$ cat config.mk
export PLATFORM = sky130hd
export DESIGN_NAME = video_top
export DESIGN_NICKNAME = d
export VERILOG_FILES = /design/src/hw/video_pkg.sv /design/src/hw/mode_select.sv /design/src/hw/video_timing_gen.sv /design/src/hw/sync_de_out.sv /design/src/hw/video_top.sv
export VERILOG_INCLUDE_DIRS = /design/src /design/src/hw
export SDC_FILE = /design/constraint.sdc
export NUM_CORES = 1
export LEC_CHECK = 0
export BUFFER_PORTS_ARGS = -buffer_cell sky130_fd_sc_hd__buf_4
export CAP_MARGIN = 20
export CELL_PAD_IN_SITES_DETAIL_PLACEMENT = 1
export CELL_PAD_IN_SITES_GLOBAL_PLACEMENT = 2
export CORE_ASPECT_RATIO = 1.2
export CORE_UTILIZATION = 38
export DETAILED_ROUTE_END_ITERATION = 16
export GPL_ROUTABILITY_DRIVEN = 0
export MAX_ROUTING_LAYER = met4
export PLACE_DENSITY_LB_ADDON = 0.1
export SYNTH_ARGS = -nofsm -noshare
export SYNTH_HDL_FRONTEND = slang
export SYNTH_SLANG_ARGS = --single-unit
$ cat constraint.sdc
create_clock -name clk50m_bufg -period 2.35 [get_ports clk50m_bufg]
set_clock_uncertainty 0.15 [all_clocks]
set_input_delay 0 -clock clk50m_bufg [delete_from_list [all_inputs] [get_ports clk50m_bufg]]
set_output_delay 0 -clock clk50m_bufg [all_outputs]
set_load 0.05 [all_outputs]
$ cat src/hw/video_settings.svh
`ifndef VIDEO_SETTINGS_SVH
`define VIDEO_SETTINGS_SVH

// Width of pixel and line counters
`define COORD_W 11

// Switch codes for the mode selector
`define SW_VGA    4'b0000
`define SW_SVGA   4'b0001
`define SW_XGA    4'b0011
`define SW_HD720  4'b0010
`define SW_SXGA   4'b1000
`define SW_CAMERA 4'b1001

// Cycles a new code must stay put before it counts
`define DEBOUNCE_CYCLES 16

////////////////////////////////////////////////////////////////////////////
// Per-mode sizes in pixels (horizontal) and lines (vertical)
////////////////////////////////////////////////////////////////////////////

// 640x480 at 60 Hz
`define HPIXELS_VGA 640
`define VLINES_VGA  480
`define HSYNCPW_VGA 96
`define VSYNCPW_VGA 2
`define HFNPRCH_VGA 16
`define VFNPRCH_VGA 11
`define HBKPRCH_VGA 48
`define VBKPRCH_VGA 31

// 800x600 at 60 Hz
`define HPIXELS_SVGA 800
`define VLINES_SVGA  600
`define HSYNCPW_SVGA 128
`define VSYNCPW_SVGA 4
`define HFNPRCH_SVGA 40
`define VFNPRCH_SVGA 1
`define HBKPRCH_SVGA 88
`define VBKPRCH_SVGA 23

// 1024x768 at 60 Hz
`define HPIXELS_XGA 1024
`define VLINES_XGA  768
`define HSYNCPW_XGA 136
`define VSYNCPW_XGA 6
`define HFNPRCH_XGA 24
`define VFNPRCH_XGA 3
`define HBKPRCH_XGA 160
`define VBKPRCH_XGA 29

// 1280x720 at 60 Hz and fallback for unknown codes
`define HPIXELS_HD720 1280
`define VLINES_HD720  720
`define HSYNCPW_HD720 40
`define VSYNCPW_HD720 5
`define HFNPRCH_HD720 110
`define VFNPRCH_HD720 5
`define HBKPRCH_HD720 220
`define VBKPRCH_HD720 20

// 1280x1024 at 60 Hz
`define HPIXELS_SXGA 1280
`define VLINES_SXGA  1024
`define HSYNCPW_SXGA 112
`define VSYNCPW_SXGA 3
`define HFNPRCH_SXGA 48
`define VFNPRCH_SXGA 1
`define HBKPRCH_SXGA 248
`define VBKPRCH_SXGA 38

// Camera 720p with trimmed sync and porches
`define HPIXELS_CAMERA 1280
`define VLINES_CAMERA  720
`define HSYNCPW_CAMERA 39
`define VSYNCPW_CAMERA 4
`define HFNPRCH_CAMERA 110
`define VFNPRCH_CAMERA 4
`define HBKPRCH_CAMERA 220
`define VBKPRCH_CAMERA 22

`endif

$ cat src/hw/video_pkg.sv
`include "video_settings.svh"

package video_pkg;

	// Pixel or line position or a threshold
	typedef logic [`COORD_W-1:0] coord_t;

	typedef logic [3:0] sw_code_t; // Raw code from the four switches

	// Supported display modes
	typedef enum logic [2:0] {
		MODE_VGA,
		MODE_SVGA,
		MODE_XGA,
		MODE_HD720, // Also taken for unlisted codes
		MODE_SXGA,
		MODE_CAMERA
	} video_mode_e;

	////////////////////////////////////////////////////////////////////////////
	// Timing records
	////////////////////////////////////////////////////////////////////////////

	// Axis thresholds as the last count of each interval
	typedef struct packed {
		coord_t sblnk; // Last active
		coord_t ssync; // Last before sync
		coord_t esync; // Last sync
		coord_t eblnk; // Last of line or frame
	} axis_timing_t;

	// Full mode record
	typedef struct packed {
		axis_timing_t h;        // Pixels
		axis_timing_t v;        // Lines
		logic         sync_neg; // Active-low sync
	} video_timing_t;

	// Counter flags before polarity and delay
	typedef struct packed {
		logic hsync;
		logic vsync;
		logic hblnk;
		logic vblnk;
	} raw_sync_t;

endpackage

$ cat src/hw/mode_select.sv
`timescale 1ns/1ps
`include "video_settings.svh"

module mode_select (
	input  logic                     clk50m_bufg,
	input  logic                     rst_n,
	input  video_pkg::sw_code_t      sw,
	output video_pkg::video_timing_t timing,
	output logic                     sync_neg,
	output logic                     restart
);

	localparam int CNT_W = $clog2(`DEBOUNCE_CYCLES);

	video_pkg::sw_code_t      sw_meta;    // First sync flop
	video_pkg::sw_code_t      sw_sync;    // Second sync flop
	video_pkg::sw_code_t      sw_last;    // Code under observation
	logic [CNT_W-1:0]         stable_cnt; // Cycles sw_last has held
	video_pkg::video_mode_e   cur_mode;
	video_pkg::video_mode_e   cand_mode;
	video_pkg::video_timing_t cand_timing;
	logic                     accept;

	// Unknown switch codes fall back to 720p
	function automatic video_pkg::video_mode_e code_to_mode(input video_pkg::sw_code_t code);
		case (code)
			`SW_VGA:    code_to_mode = video_pkg::MODE_VGA;
			`SW_SVGA:   code_to_mode = video_pkg::MODE_SVGA;
			`SW_XGA:    code_to_mode = video_pkg::MODE_XGA;
			`SW_HD720:  code_to_mode = video_pkg::MODE_HD720;
			`SW_SXGA:   code_to_mode = video_pkg::MODE_SXGA;
			`SW_CAMERA: code_to_mode = video_pkg::MODE_CAMERA;
			default:    code_to_mode = video_pkg::MODE_HD720;
		endcase
	endfunction

	// Running sums of active, front porch, sync and back porch
	function automatic video_pkg::axis_timing_t axis_calc(
		input int act,
		input int fp,
		input int pw,
		input int bp
	);
		video_pkg::axis_timing_t a;
		a.sblnk = video_pkg::coord_t'(act - 1);
		a.ssync = video_pkg::coord_t'(act - 1 + fp);
		a.esync = video_pkg::coord_t'(act - 1 + fp + pw);
		a.eblnk = video_pkg::coord_t'(act - 1 + fp + pw + bp); // Total minus one
		return a;
	endfunction

	function automatic video_pkg::video_timing_t mode_timing(input video_pkg::video_mode_e mode);
		video_pkg::video_timing_t t;
		case (mode)
			video_pkg::MODE_VGA: begin
				t.h = axis_calc(`HPIXELS_VGA, `HFNPRCH_VGA,
					`HSYNCPW_VGA, `HBKPRCH_VGA);
				t.v = axis_calc(`VLINES_VGA, `VFNPRCH_VGA,
					`VSYNCPW_VGA, `VBKPRCH_VGA);
				t.sync_neg = 1'b1;
			end
			video_pkg::MODE_SVGA: begin
				t.h = axis_calc(`HPIXELS_SVGA, `HFNPRCH_SVGA,
					`HSYNCPW_SVGA, `HBKPRCH_SVGA);
				t.v = axis_calc(`VLINES_SVGA, `VFNPRCH_SVGA,
					`VSYNCPW_SVGA, `VBKPRCH_SVGA);
				t.sync_neg = 1'b0; // Positive sync
			end
			video_pkg::MODE_XGA: begin
				t.h = axis_calc(`HPIXELS_XGA, `HFNPRCH_XGA,
					`HSYNCPW_XGA, `HBKPRCH_XGA);
				t.v = axis_calc(`VLINES_XGA, `VFNPRCH_XGA,
					`VSYNCPW_XGA, `VBKPRCH_XGA);
				t.sync_neg = 1'b1;
			end
			video_pkg::MODE_SXGA: begin
				t.h = axis_calc(`HPIXELS_SXGA, `HFNPRCH_SXGA,
					`HSYNCPW_SXGA, `HBKPRCH_SXGA);
				t.v = axis_calc(`VLINES_SXGA, `VFNPRCH_SXGA,
					`VSYNCPW_SXGA, `VBKPRCH_SXGA);
				t.sync_neg = 1'b0;
			end
			video_pkg::MODE_CAMERA: begin
				t.h = axis_calc(`HPIXELS_CAMERA, `HFNPRCH_CAMERA,
					`HSYNCPW_CAMERA, `HBKPRCH_CAMERA);
				t.v = axis_calc(`VLINES_CAMERA, `VFNPRCH_CAMERA,
					`VSYNCPW_CAMERA, `VBKPRCH_CAMERA);
				t.sync_neg = 1'b0;
			end
			default: begin // 720p
				t.h = axis_calc(`HPIXELS_HD720, `HFNPRCH_HD720,
					`HSYNCPW_HD720, `HBKPRCH_HD720);
				t.v = axis_calc(`VLINES_HD720, `VFNPRCH_HD720,
					`VSYNCPW_HD720, `VBKPRCH_HD720);
				t.sync_neg = 1'b0;
			end
		endcase
		return t;
	endfunction

	////////////////////////////////////////////////////////////////////////////
	// Switch synchronizer and debounce
	////////////////////////////////////////////////////////////////////////////

	always_ff @(posedge clk50m_bufg or negedge rst_n) begin
		if (!rst_n) begin
			sw_meta <= `SW_VGA;
			sw_sync <= `SW_VGA;
		end else begin
			sw_meta <= sw;
			sw_sync <= sw_meta;
		end
	end

	// Any change restarts the hold count
	always_ff @(posedge clk50m_bufg or negedge rst_n) begin
		if (!rst_n) begin
			sw_last    <= `SW_VGA;
			stable_cnt <= '0;
		end else if (sw_sync != sw_last) begin
			sw_last    <= sw_sync;
			stable_cnt <= '0;
		end else if (stable_cnt != CNT_W'(`DEBOUNCE_CYCLES - 1)) begin
			stable_cnt <= stable_cnt + 1'b1; // Saturates at the limit
		end
	end

	assign cand_mode   = code_to_mode(sw_last);
	assign cand_timing = mode_timing(cand_mode);

	// Held long enough and actually a different mode
	assign accept = (sw_sync == sw_last) &&
		(stable_cnt == CNT_W'(`DEBOUNCE_CYCLES - 1)) &&
		(cand_mode != cur_mode);

	////////////////////////////////////////////////////////////////////////////
	// Registered mode record
	////////////////////////////////////////////////////////////////////////////

	always_ff @(posedge clk50m_bufg or negedge rst_n) begin
		if (!rst_n) begin
			cur_mode <= video_pkg::MODE_VGA;
			timing   <= mode_timing(video_pkg::MODE_VGA);
			sync_neg <= 1'b1; // VGA sync is active low
			restart  <= 1'b0;
		end else begin
			restart <= accept; // One-cycle pulse with the new record
			if (accept) begin
				cur_mode <= cand_mode;
				timing   <= cand_timing;
				sync_neg <= cand_timing.sync_neg;
			end
		end
	end

endmodule

$ cat src/hw/video_timing_gen.sv
`timescale 1ns/1ps

module video_timing_gen (
	input  logic                     clk50m_bufg,
	input  logic                     rst_n,
	input  video_pkg::video_timing_t timing,
	input  logic                     restart,
	output video_pkg::raw_sync_t     raw
);

	video_pkg::coord_t hcount; // Pixel within line
	video_pkg::coord_t vcount; // Line within frame
	logic              line_end;
	logic              frame_end;

	// Last pixel of the line and last line of the frame
	assign line_end  = (hcount >= timing.h.eblnk);
	assign frame_end = (vcount >= timing.v.eblnk);

	////////////////////////////////////////////////////////////////////////////
	// Line and frame counters
	////////////////////////////////////////////////////////////////////////////

	always_ff @(posedge clk50m_bufg or negedge rst_n) begin
		if (!rst_n) begin
			hcount <= '0;
			vcount <= '0;
		end else if (restart) begin
			// New mode starts from the top left
			hcount <= '0;
			vcount <= '0;
		end else if (line_end) begin
			hcount <= '0;
			if (frame_end)
				vcount <= '0;
			else
				vcount <= vcount + 1'b1; // Advance once per line
		end else begin
			hcount <= hcount + 1'b1;
		end
	end

	////////////////////////////////////////////////////////////////////////////
	// Blank and sync flags
	////////////////////////////////////////////////////////////////////////////

	always_comb begin
		// Blank starts right after the last active pixel
		raw.hblnk = (hcount > timing.h.sblnk);
		raw.vblnk = (vcount > timing.v.sblnk);

		// Sync covers ssync+1 up to esync
		raw.hsync = (hcount > timing.h.ssync) && (hcount <= timing.h.esync);
		raw.vsync = (vcount > timing.v.ssync) && (vcount <= timing.v.esync);
	end

endmodule

$ cat src/hw/sync_de_out.sv
`timescale 1ns/1ps

module sync_de_out (
	input  logic                 clk50m_bufg,
	input  logic                 rst_n,
	input  video_pkg::raw_sync_t raw,
	input  logic                 sync_neg,
	output logic                 hsync,
	output logic                 vsync,
	output logic                 de
);

	logic hsync_q; // Stage one
	logic vsync_q;
	logic de_q;
	logic active;

	// Visible only when both axes are outside blanking
	assign active = !raw.hblnk && !raw.vblnk;

	////////////////////////////////////////////////////////////////////////////
	// Two-stage output pipeline
	////////////////////////////////////////////////////////////////////////////

	always_ff @(posedge clk50m_bufg or negedge rst_n) begin
		if (!rst_n) begin
			hsync_q <= 1'b0;
			vsync_q <= 1'b0;
			de_q    <= 1'b0;
			hsync   <= 1'b0;
			vsync   <= 1'b0;
			de      <= 1'b0;
		end else begin
			hsync_q <= raw.hsync ^ sync_neg; // Polarity flip
			vsync_q <= raw.vsync ^ sync_neg;
			de_q    <= active;
			// Second stage drives the pins
			hsync <= hsync_q;
			vsync <= vsync_q;
			de    <= de_q;
		end
	end

endmodule

$ cat src/hw/video_top.sv
`timescale 1ns/1ps

module video_top (
	input  logic                clk50m_bufg,
	input  logic                rst_n,
	input  video_pkg::sw_code_t sw,
	output logic                hsync,
	output logic                vsync,
	output logic                de
);

	video_pkg::video_timing_t timing;   // Thresholds of the current mode
	logic                     sync_neg;
	logic                     restart;  // Pulse on mode change
	video_pkg::raw_sync_t     raw;

	// Switches to mode record
	mode_select u_mode_select (
		.clk50m_bufg (clk50m_bufg),
		.rst_n       (rst_n),
		.sw          (sw),
		.timing      (timing),
		.sync_neg    (sync_neg),
		.restart     (restart)
	);

	// Counters and raw flags
	video_timing_gen u_video_timing_gen (
		.clk50m_bufg (clk50m_bufg),
		.rst_n       (rst_n),
		.timing      (timing),
		.restart     (restart),
		.raw         (raw)
	);

	// Polarity and output registers
	sync_de_out u_sync_de_out (
		.clk50m_bufg (clk50m_bufg),
		.rst_n       (rst_n),
		.raw         (raw),
		.sync_neg    (sync_neg),
		.hsync       (hsync),
		.vsync       (vsync),
		.de          (de)
	);

endmodule

-- Yosys cells after proc, flatten, opt, wreduce, memory -nomap -nowiden
Cells that the tools add are included.
- register bits after elaboration: 137
- input port bits: 6
- output and inout bits: 3
- logic and storage cells: 69
- add/sub/neg operators: 3
- $lt $le $gt $ge: 8
- equality and inequality tests: 13
- muxes and demuxes: 9
- bitwise gates (word level): 2
- reduce and logical (&&, ||, !) cells: 11
- operators with widths (cell ; count):
    89-bit one-hot mux with 5 select lines ; 1
    11-bit 2-to-1 mux ; 5
    11-bit > comparator ; 4
    11-bit by 1-bit adder with 11-bit output, second input constant ; 2
    11-bit >= comparator ; 2
    11-bit <= comparator ; 2
    3-bit one-hot mux with 5 select lines ; 1
    4-bit == test, second input constant ; 3
    4-bit 2-to-1 mux ; 2
    3-bit == test, second input constant ; 2
    1-bit logical AND ; 5
    4-bit by 1-bit adder with 4-bit output, second input constant ; 1
    4-bit by 1-bit == test with 1-bit output, second input constant ; 1
    4-bit by 2-bit == test with 1-bit output, second input constant ; 1
    4-bit == test ; 1
    4-bit zero test ; 1
    4-bit != test ; 1
    4-bit != test, second input constant ; 1
    2-bit nonzero test ; 2
    3-bit by 1-bit == test with 1-bit output, second input constant ; 1
    3-bit by 2-bit == test with 1-bit output, second input constant ; 1
    3-bit zero test ; 1
    3-bit != test ; 1
    1-bit zero test ; 2
    1-bit XOR ; 2

-- Depth between registers and ports, before layout
Gate-level depths: netlist of the first run.
- depth in word-level cells: 4
- gate-level depth with buffers: 9
- depth with buffers taken out: 8

-- Modules after synthesis
A second synthesis of the first run with hierarchy kept.
- cell total of the unflattened synthesis: 654
- area, all modules: 6178.4 µm²
- modules (own cells, without submodules) (module ; instances ; cells each ; area each (µm²) ; seq. area each (µm²)):
    video_timing_gen ; 1 ; 404 ; 3367.0 ; 550.5
    mode_select ; 1 ; 241 ; 2640.0 ; 1321.3
    sync_de_out ; 1 ; 9 ; 171.4 ; 150.1

-- Least setup slack after synthesis of the first run
Ideal clock, no wire load.
- path kind: reg-to-reg
- start point: register, netlist name u_mode_select.timing[26]
- end point: register u_video_timing_gen.vcount[4]
- library setup time: 0.121 ns
- arrival: 1.969 ns
- required time: 2.079 ns
- path slack: 0.110 ns
- cell stages (with the launch flop): 10
- buffers on the path: 1
- clock period less this slack: 2.240 ns
- path through: dfstp_2 > inv_1 > ha_1 > a21o_1 > a21oi_1 > o221a_2 > o21ai_1 > buf_2 > o21ai_0 > a22o_1
- RTL lines (item ; RTL line ; source):
    end signal: assignment ; video_timing_gen.sv:37 ; vcount <= vcount + 1'b1;
    end: declaration ; video_timing_gen.sv:12 ; video_pkg::coord_t vcount;

==> results.md, run 1 <==
- Status: finished, violations left
- Failing checks: negative hold slack
- Maxcap violations: 0
- Post-synth ARST share: 100%
- FF-to-FF Start: u_mode_select.timing[26]$_DFFE_PN1P_
- Vias in the first global route: between 3000 and 4000
- Initial core utilization: around 39%
- Reg area: 2020 µm²
- Pwr dens: between 500 and 600 nW/µm²
- Die width: roughly 100 µm
- I/O Buffers: 8
- Clk sinks: 80
- R2R Setup Slk: around 0.073 ns
- Synth Cell Area: between 4000 and 5000 µm²
- Period utilization: 96.9%
- Ys Warns: 0
- Final setup viols: 0
- Nets: slightly below 600
- Most common cell after layout, fill and taps aside: dfrtp_1
- Clk root buf: clkbuf_16
- DRC violation count after routing: 0
- Avg Cell Area, Syn: around 10 µm²
- Post-synthesis sequential area ratio: a little over two fifths
- N_diodes: 0
- Pins Over Slew Limit: 0
- Dpl ws: -0.0880 ns
- CP Data Required Time: around 2.4 ns
- Initial antenna violation count: 0
- Maximum VDD drop: between 0.2 and 0.3 mV
- Worst Slack Setup Final: between 0.07 and 0.08 ns
- Fin Setup TNS: 0 ns
- Syn_nets: between 500 and 600
- Total CTS buffers: 9
- Worst Hold Class: primary input to asynchronous set/reset pin
- Crit path launch type: register
- R2R Path End: u_video_timing_gen.vcount[6]$_DFFE_PN0P_
- Fin util: 47.4%
- Met3 GRT Util: approximately 2.9%
- EDFF count, synth: 0
- Area share of the largest cell type after synthesis: about a third
- #FFs+latches synth: 80
- Worst Path Arrival: 2.36 ns
- Yosys top cell by area: dfrtp_1
- Area of the multi-input gates: ~2600 µm²
- Ports: 9
- Cell Rows: 44
- Mapped Cells: 471
- Largest net degree at the start of global routing: 52
- Post-synth top flop: dfrtp_1
- Vias: roughly 3700
- Worst slew pin tran: roughly 0.46 ns
- Gr usage total: ~22%
- 1st-pass router iterations: 4
- Die Y-Extent: about 120 µm
- Grt ovf: 0
- Largest cells by area after synthesis: dfrtp_1 34%, ha_1 16%, dfstp_2 8.8%
- Worst-path clk slew: approximately 0.070 ns
- Core Region: between 10000 and 15000 µm²
- Final Hold Viols: 1
- Setup crit end kind: register
- Reg2Reg Depth: 9
- First-pass GRT wire length: slightly above 20 mm
- Die area: about 13000 µm²
- Vias/cell: 5.41
- Per-cell routed wire length: between 15 and 20 µm
- Minimum hold slack: -0.00780 ns
- Global routing's busiest layer: met2
- Tmin final: approximately 2.3 ns
- Antenna Violating Nets Remaining: 0
- Synth-to-layout area growth: 20.5%
- CTS tree: yes
- Max clock buf depth: 2
- DRT Wirelength: ~13 mm
- Worst Path Max Fanout: 6
- F_max: approximately 440 MHz
- Lkg Pwr: about 0.0028 µW
- Hpwl dp: between 9 and 10 mm
- Distinct cells, synth: between 50 and 60
- Worst-Skew Late Latency: approximately 0.35 ns
- Slew headroom: about 69%
- Fill cells: ~1300
- First-iteration detailed-routing DRC count: between 80 and 90
- M1 GR Usage: between 20 and 30%
- Most frequent cells in the layout: 64 x dfrtp_1, 56 x ha_1, 46 x buf_4, 40 x inv_1, 28 x nor2_1
- H-tree levels: 3
- Met2 usage: between 30% and 40%
- Critical path class: register to register
- Layout cells sized above 1: 23.9%
-- where the power goes --
part,leakage [µW],switching (µW),total (µW),internal (µW)
registers,0.000992,10.9,1400,1390
clock network,0.000150,644,1490,848
logic,0.00162,60.3,97.6,37.3
-- cell families after synthesis --
| logic type | Yosys count | share of synthesized area (%) |
|---|---|---|
| and+or+nand+nor | 127 | 14.1 |
| AOI/OAI and AO/OA | 123 | 18.2 |
| DFF | 80 | 42.3 |
| buffers and inverters | 61 | 5.94 |
| adders and majority gates | 61 | 16.0 |
| xor gates and xnor gates | 18 | 3.30 |
| muxes | 1 | 0.209 |
-- cell type report --
cell class / count / area share [%]
well taps: 161 / 3.50
clock buffers: 9 / 3.91
inverters: 44 / 2.89
flip-flops and latches: 80 / 35.1
clock inverters: 7 / 1.50
multi-input cells: 330 / 45.4
repair buffers: 54 / 7.75
-- critical path: stages (launching register included) --
cell	delay, ns
dfstp_2	0.51
inv_1	0.05
ha_1	0.28
a21o_1	0.11
a21oi_1	0.07
o221a_2	0.31
o21ai_4	0.18
buf_4	0.17
o21ai_0	0.10
a22o_1	0.23
-- synth_stat cells, types with 3 or more instances --
library cell,n
a211oi_1,7
a21o_1,19
a21oi_1,24
a22o_1,7
and2_1,3
and3_1,11
buf_2,5
buf_6,6
clkbuf_1,5
dfrtp_1,64
dfstp_2,16
ha_1,61
inv_1,43
nand2_1,23
nand3_1,13
nand4_1,18
nor2_1,28
nor2b_1,10
nor3_1,5
o211ai_1,3
o21a_1,3
o21ai_0,23
o21ai_1,3
o21ai_2,4
o21bai_1,3
o22ai_1,3
o22ai_2,3
or3_1,3
xnor2_1,12
xor2_1,6
-- per-stage QoR --
stage | hold WS [ns] | instance area (µm²) | total power, µW | instances
finish | -0.00780 | 5760 | 2990 | 685
global route | 0.0185 | 5760 | 3090 | 685
CTS | 0.000623 | 5600 | 3020 | 682
detailed placement | -0.171 | 5230 | 1520 | 661
global placement | -0.166 | 5230 | 1520 | 661
floorplan | -0.446 | 4780 | 1470 | 471
-- flip-flops by register name, summed over array words and instances, names as in the netlist --
name	count
u_mode_select.timing	32
u_mode_select.sw_last	4
u_mode_select.stable_cnt	4
u_sync_de_out.hsync_q	1
u_mode_select.sw_sync	4
u_video_timing_gen.hcount	11
u_video_timing_gen.vcount	11
u_sync_de_out.de	1
u_mode_select.sw_meta	4
u_sync_de_out.vsync	1
u_sync_de_out.vsync_q	1
u_mode_select.restart	1
u_mode_select.cur_mode	3
u_sync_de_out.de_q	1
u_sync_de_out.hsync	1
-- routing by layer --
layer	up-vias	wire length (µm)
met5	-	0
met2	49	6420
met1	1845	5750
li1	1783	-
met4	0	453
met3	30	259
-- worst max-delay path by stage --
stage                                         start                                       end  cells after the start
4_1_cts        u_mode_select.timing[45]$_DFFE_PN1P_  u_video_timing_gen.vcount[4]$_DFFE_PN0P_                      8
6_report       u_mode_select.timing[26]$_DFFE_PN1P_  u_video_timing_gen.vcount[6]$_DFFE_PN0P_                      9
3_5_place_dp   u_mode_select.timing[20]$_DFFE_PN1P_  u_video_timing_gen.vcount[7]$_DFFE_PN0P_                      8
2_1_floorplan  u_mode_select.timing[26]$_DFFE_PN1P_  u_video_timing_gen.vcount[4]$_DFFE_PN0P_                      9
3_3_place_gp    u_mode_select.timing[4]$_DFFE_PN1P_  u_video_timing_gen.vcount[6]$_DFFE_PN0P_                      8
5_1_grt        u_mode_select.timing[26]$_DFFE_PN1P_  u_video_timing_gen.vcount[7]$_DFFE_PN0P_                      9
-- timing repair --
item                                    4_1_cts  5_1_grt
hold buffers                                  5        0
buffers inserted                              0        3
resized for setup                             2       30
hold endpoints to repair                     72        0
endpoints found under the setup margin        8       22
pin swaps                                     0        9
Note: power is estimated with default switching activity, not from simulation.
==> inputs of run 2 (changes only) <==
CTS_BUF_LIST = sky130_fd_sc_hd__clkbuf_4 sky130_fd_sc_hd__clkbuf_8 sky130_fd_sc_hd__clkbuf_16   (was not set)
RECOVER_POWER = 25   (was not set)
==> run 2 against run 1 <==
Sequential share of layout area is essentially flat. Critical endpoint unchanged. Final area hardly changed. Core utilization hardly changed. The flow finishes with violations (max-capacitance violations, max-slew violations). Power hardly changed. Sequential power barely moved. Clock-buffer cell count unchanged. Register-to-register slack is essentially flat. Combinational power down 0.8%.
==> results.md, run 2 (synthesis results as in run 1) <==
- Largest net degree at the start of global routing: 52 (unchanged)
- Met2 usage: 35.0% (unchanged)
- 1st-pass router iterations: 4 (unchanged)
- R2R Setup Slk: 0.07 ns (about the same)
- Flip-flop count of the largest register after layout: 32 (unchanged)
- Clk root buf: clkbuf_16
- Ports: 9 (unchanged)
- First-pass GRT wire length: 20.8 mm (unchanged)
- Clk sinks: 80 (unchanged)
- Vias/cell: 5.40 (-0.30%)
- Vias: 3696 (-0.30%)
- Final setup viols: 0 (unchanged)
- Antenna Violating Nets Remaining: 0 (unchanged)
- Worst Hold Class: primary input to register
- Hold path cells: 2
- Hpwl dp: 9.74 mm (unchanged)
- Die Y-Extent: 125 µm (unchanged)
- Lkg Pwr: 0.00276 µW (-0.16%)
- Period utilization: 96.9% (unchanged)
- Area of the multi-input gates: 2610 µm² (unchanged)
- Final Hold Viols: 0 (-1)
- Layout Cells excl Fill: 685 (unchanged)
- Fill cells: 1347 (+0.074%)
- Reg2Reg Depth: 9 (unchanged)
- Synth-to-layout area growth: 20.5% (about the same)
- Worst-Skew Late Latency: 0.35 ns (about the same)
- Die width: 104 µm (unchanged)
- Reg with most FFs: u_mode_select.timing
- Area post-placement: 5230 µm² (unchanged)
- CTS tree: yes
- Cell Rows: 44 (unchanged)
- End point of the critical path: u_video_timing_gen.vcount[6]$_DFFE_PN0P_
- Maxcap violations: 1 (+1)
- CP Launch Point: u_mode_select.timing[26]$_DFFE_PN1P_
- Failing checks: max-capacitance violations, max-slew violations
- Maximum VDD drop: 0.265 mV (about the same)
- Core Region: 12200 µm² (unchanged)
- Biggest regs: u_mode_select.timing (32), u_video_timing_gen.hcount (11), u_video_timing_gen.vcount (11)
- Vias in the first global route: 3874 (unchanged)
- Die area: 13000 µm² (unchanged)
- Design area: 5760 µm² (about the same)
- DRC violation count after routing: 0 (unchanged)
- First-iteration detailed-routing DRC count: 84 (unchanged)
- Tmin final: 2.28 ns (unchanged)
- FF-to-FF Start: u_mode_select.timing[26]$_DFFE_PN1P_
- Total power: 2990 µW (about the same)
- Slew headroom: -31.0% (-100 points)
- Pwr dens: 519 nW/µm² (about the same)
- Worst-path clk slew: 0.07 ns (about the same)
- F_max: 439 MHz (unchanged)
- DRT Wirelength: 12.9 mm (about the same)
- M1 GR Usage: 26.8% (unchanged)
- Per-cell routed wire length: 18.8 µm (about the same)
- Grt ovf: 0 (unchanged)
- Worst Path Max Fanout: 6 (unchanged)
- Layout cells sized above 1: 23.7% (-0.19 points)
- Status: finished, violations left
- Total CTS buffers: 9 (unchanged)
- Setup crit end kind: register
- Most common cell after layout, fill and taps aside: dfrtp_1
- Worst slew pin tran: 1.96 ns (+1.50 ns)
- Pins Over Slew Limit: 30 (+30)
- Reg area: 2020 µm² (unchanged)
- Global routing's busiest layer: met2
- Crit path launch type: register
- Initial antenna violation count: 0 (unchanged)
- Placed cell count: 661 (unchanged)
- Most frequent cells in the layout: 64 x dfrtp_1, 56 x ha_1, 41 x buf_4, 40 x inv_1, 28 x nor2_1
- I/O Buffers: 8 (unchanged)
- Max clock buf depth: 2 (unchanged)
- Worst Path Arrival: 2.36 ns (about the same)
- Critical path class: register to register
- R2R Path End: u_video_timing_gen.vcount[6]$_DFFE_PN0P_
- H-tree levels: 3 (unchanged)
- Gr usage total: 21.7% (unchanged)
- CP Data Required Time: 2.43 ns (about the same)
- Initial core utilization: 39.3% (unchanged)
- N_diodes: 0 (unchanged)
- Nets: 586 (unchanged)
- Met3 GRT Util: 2.93% (unchanged)
-- run 2: changes by cell type in the layout (fill, tap and decap cells not counted), sizes merged --
| cell | previous run | this run |
|---|---|---|
| buf | 49 | 44 |
| clkbuf | 9 | 14 |
-- run 2: power by group --
group          total (µW)  switching [µW]  internal (µW)
Combinational        96.8            60.3           36.4
Sequential           1400            10.9           1390
Clock                1490             645            848
Total                2990             716           2270
-- run 2: final cells by class --
cell class	instances	area share, %
multi-input cells	330	45.4
inverters	44	2.89
repair buffers	54	7.69
clock inverters	7	1.50
well taps	161	3.50
clock buffers	9	3.91
flip-flops and latches	80	35.1
-- run 2: through the flow --
step           hold WS, ns  util, %  setup TNS [ns]  worst slack (ns)
6_report             0.171     47.3               0            0.0735
5_1_grt              0.159     47.3         -0.0553           -0.0227
4_1_cts           0.000623     46.0               0            0.0159
3_5_place_dp        -0.171     43.0          -0.585           -0.0880
3_3_place_gp        -0.166     43.0          -0.349           -0.0514
2_1_floorplan       -0.446        -               0             0.110
-- run 2: timing repair --
| item | 4_1_cts | 5_1_grt |
|---|---|---|
| endpoints found under the hold margin | 72 | 0 |
| setup buffers | 0 | 3 |
| hold buffers | 5 | 0 |
| pin swaps | 0 | 9 |
| endpoints found under the setup margin | 8 | 22 |
| gates resized for setup | 2 | 30 |
-- run 2: critical path: stages, from the launching register on --
cell,delay [ns]
dfstp_2,0.51
inv_1,0.05
ha_1,0.28
a21o_1,0.11
a21oi_1,0.07
o221a_2,0.31
o21ai_4,0.18
buf_4,0.17
o21ai_0,0.10
a22o_1,0.23
-- run 2: worst min-delay path by stage --
stage / startpoint / end
after floorplan: rst_n / u_mode_select.cur_mode[0]$_DFFE_PN0P_
after global placement: rst_n / u_mode_select.timing[13]$_DFFE_PN0P_
after detailed placement: rst_n / u_mode_select.timing[13]$_DFFE_PN0P_
after CTS: rst_n / u_mode_select.timing[13]$_DFFE_PN0P_
after global routing: sw[2] / u_mode_select.sw_meta[2]$_DFF_PN0_
final: sw[2] / u_mode_select.sw_meta[2]$_DFF_PN0_
-- run 2: layer usage --
layer	wire, µm	vias to the layer above	share of wire [%]
met4	453	0	3.5
met2	6420	44	50
li1	-	1781	-
met5	0	-	0
met1	5770	1841	45
met3	228	30	1.8
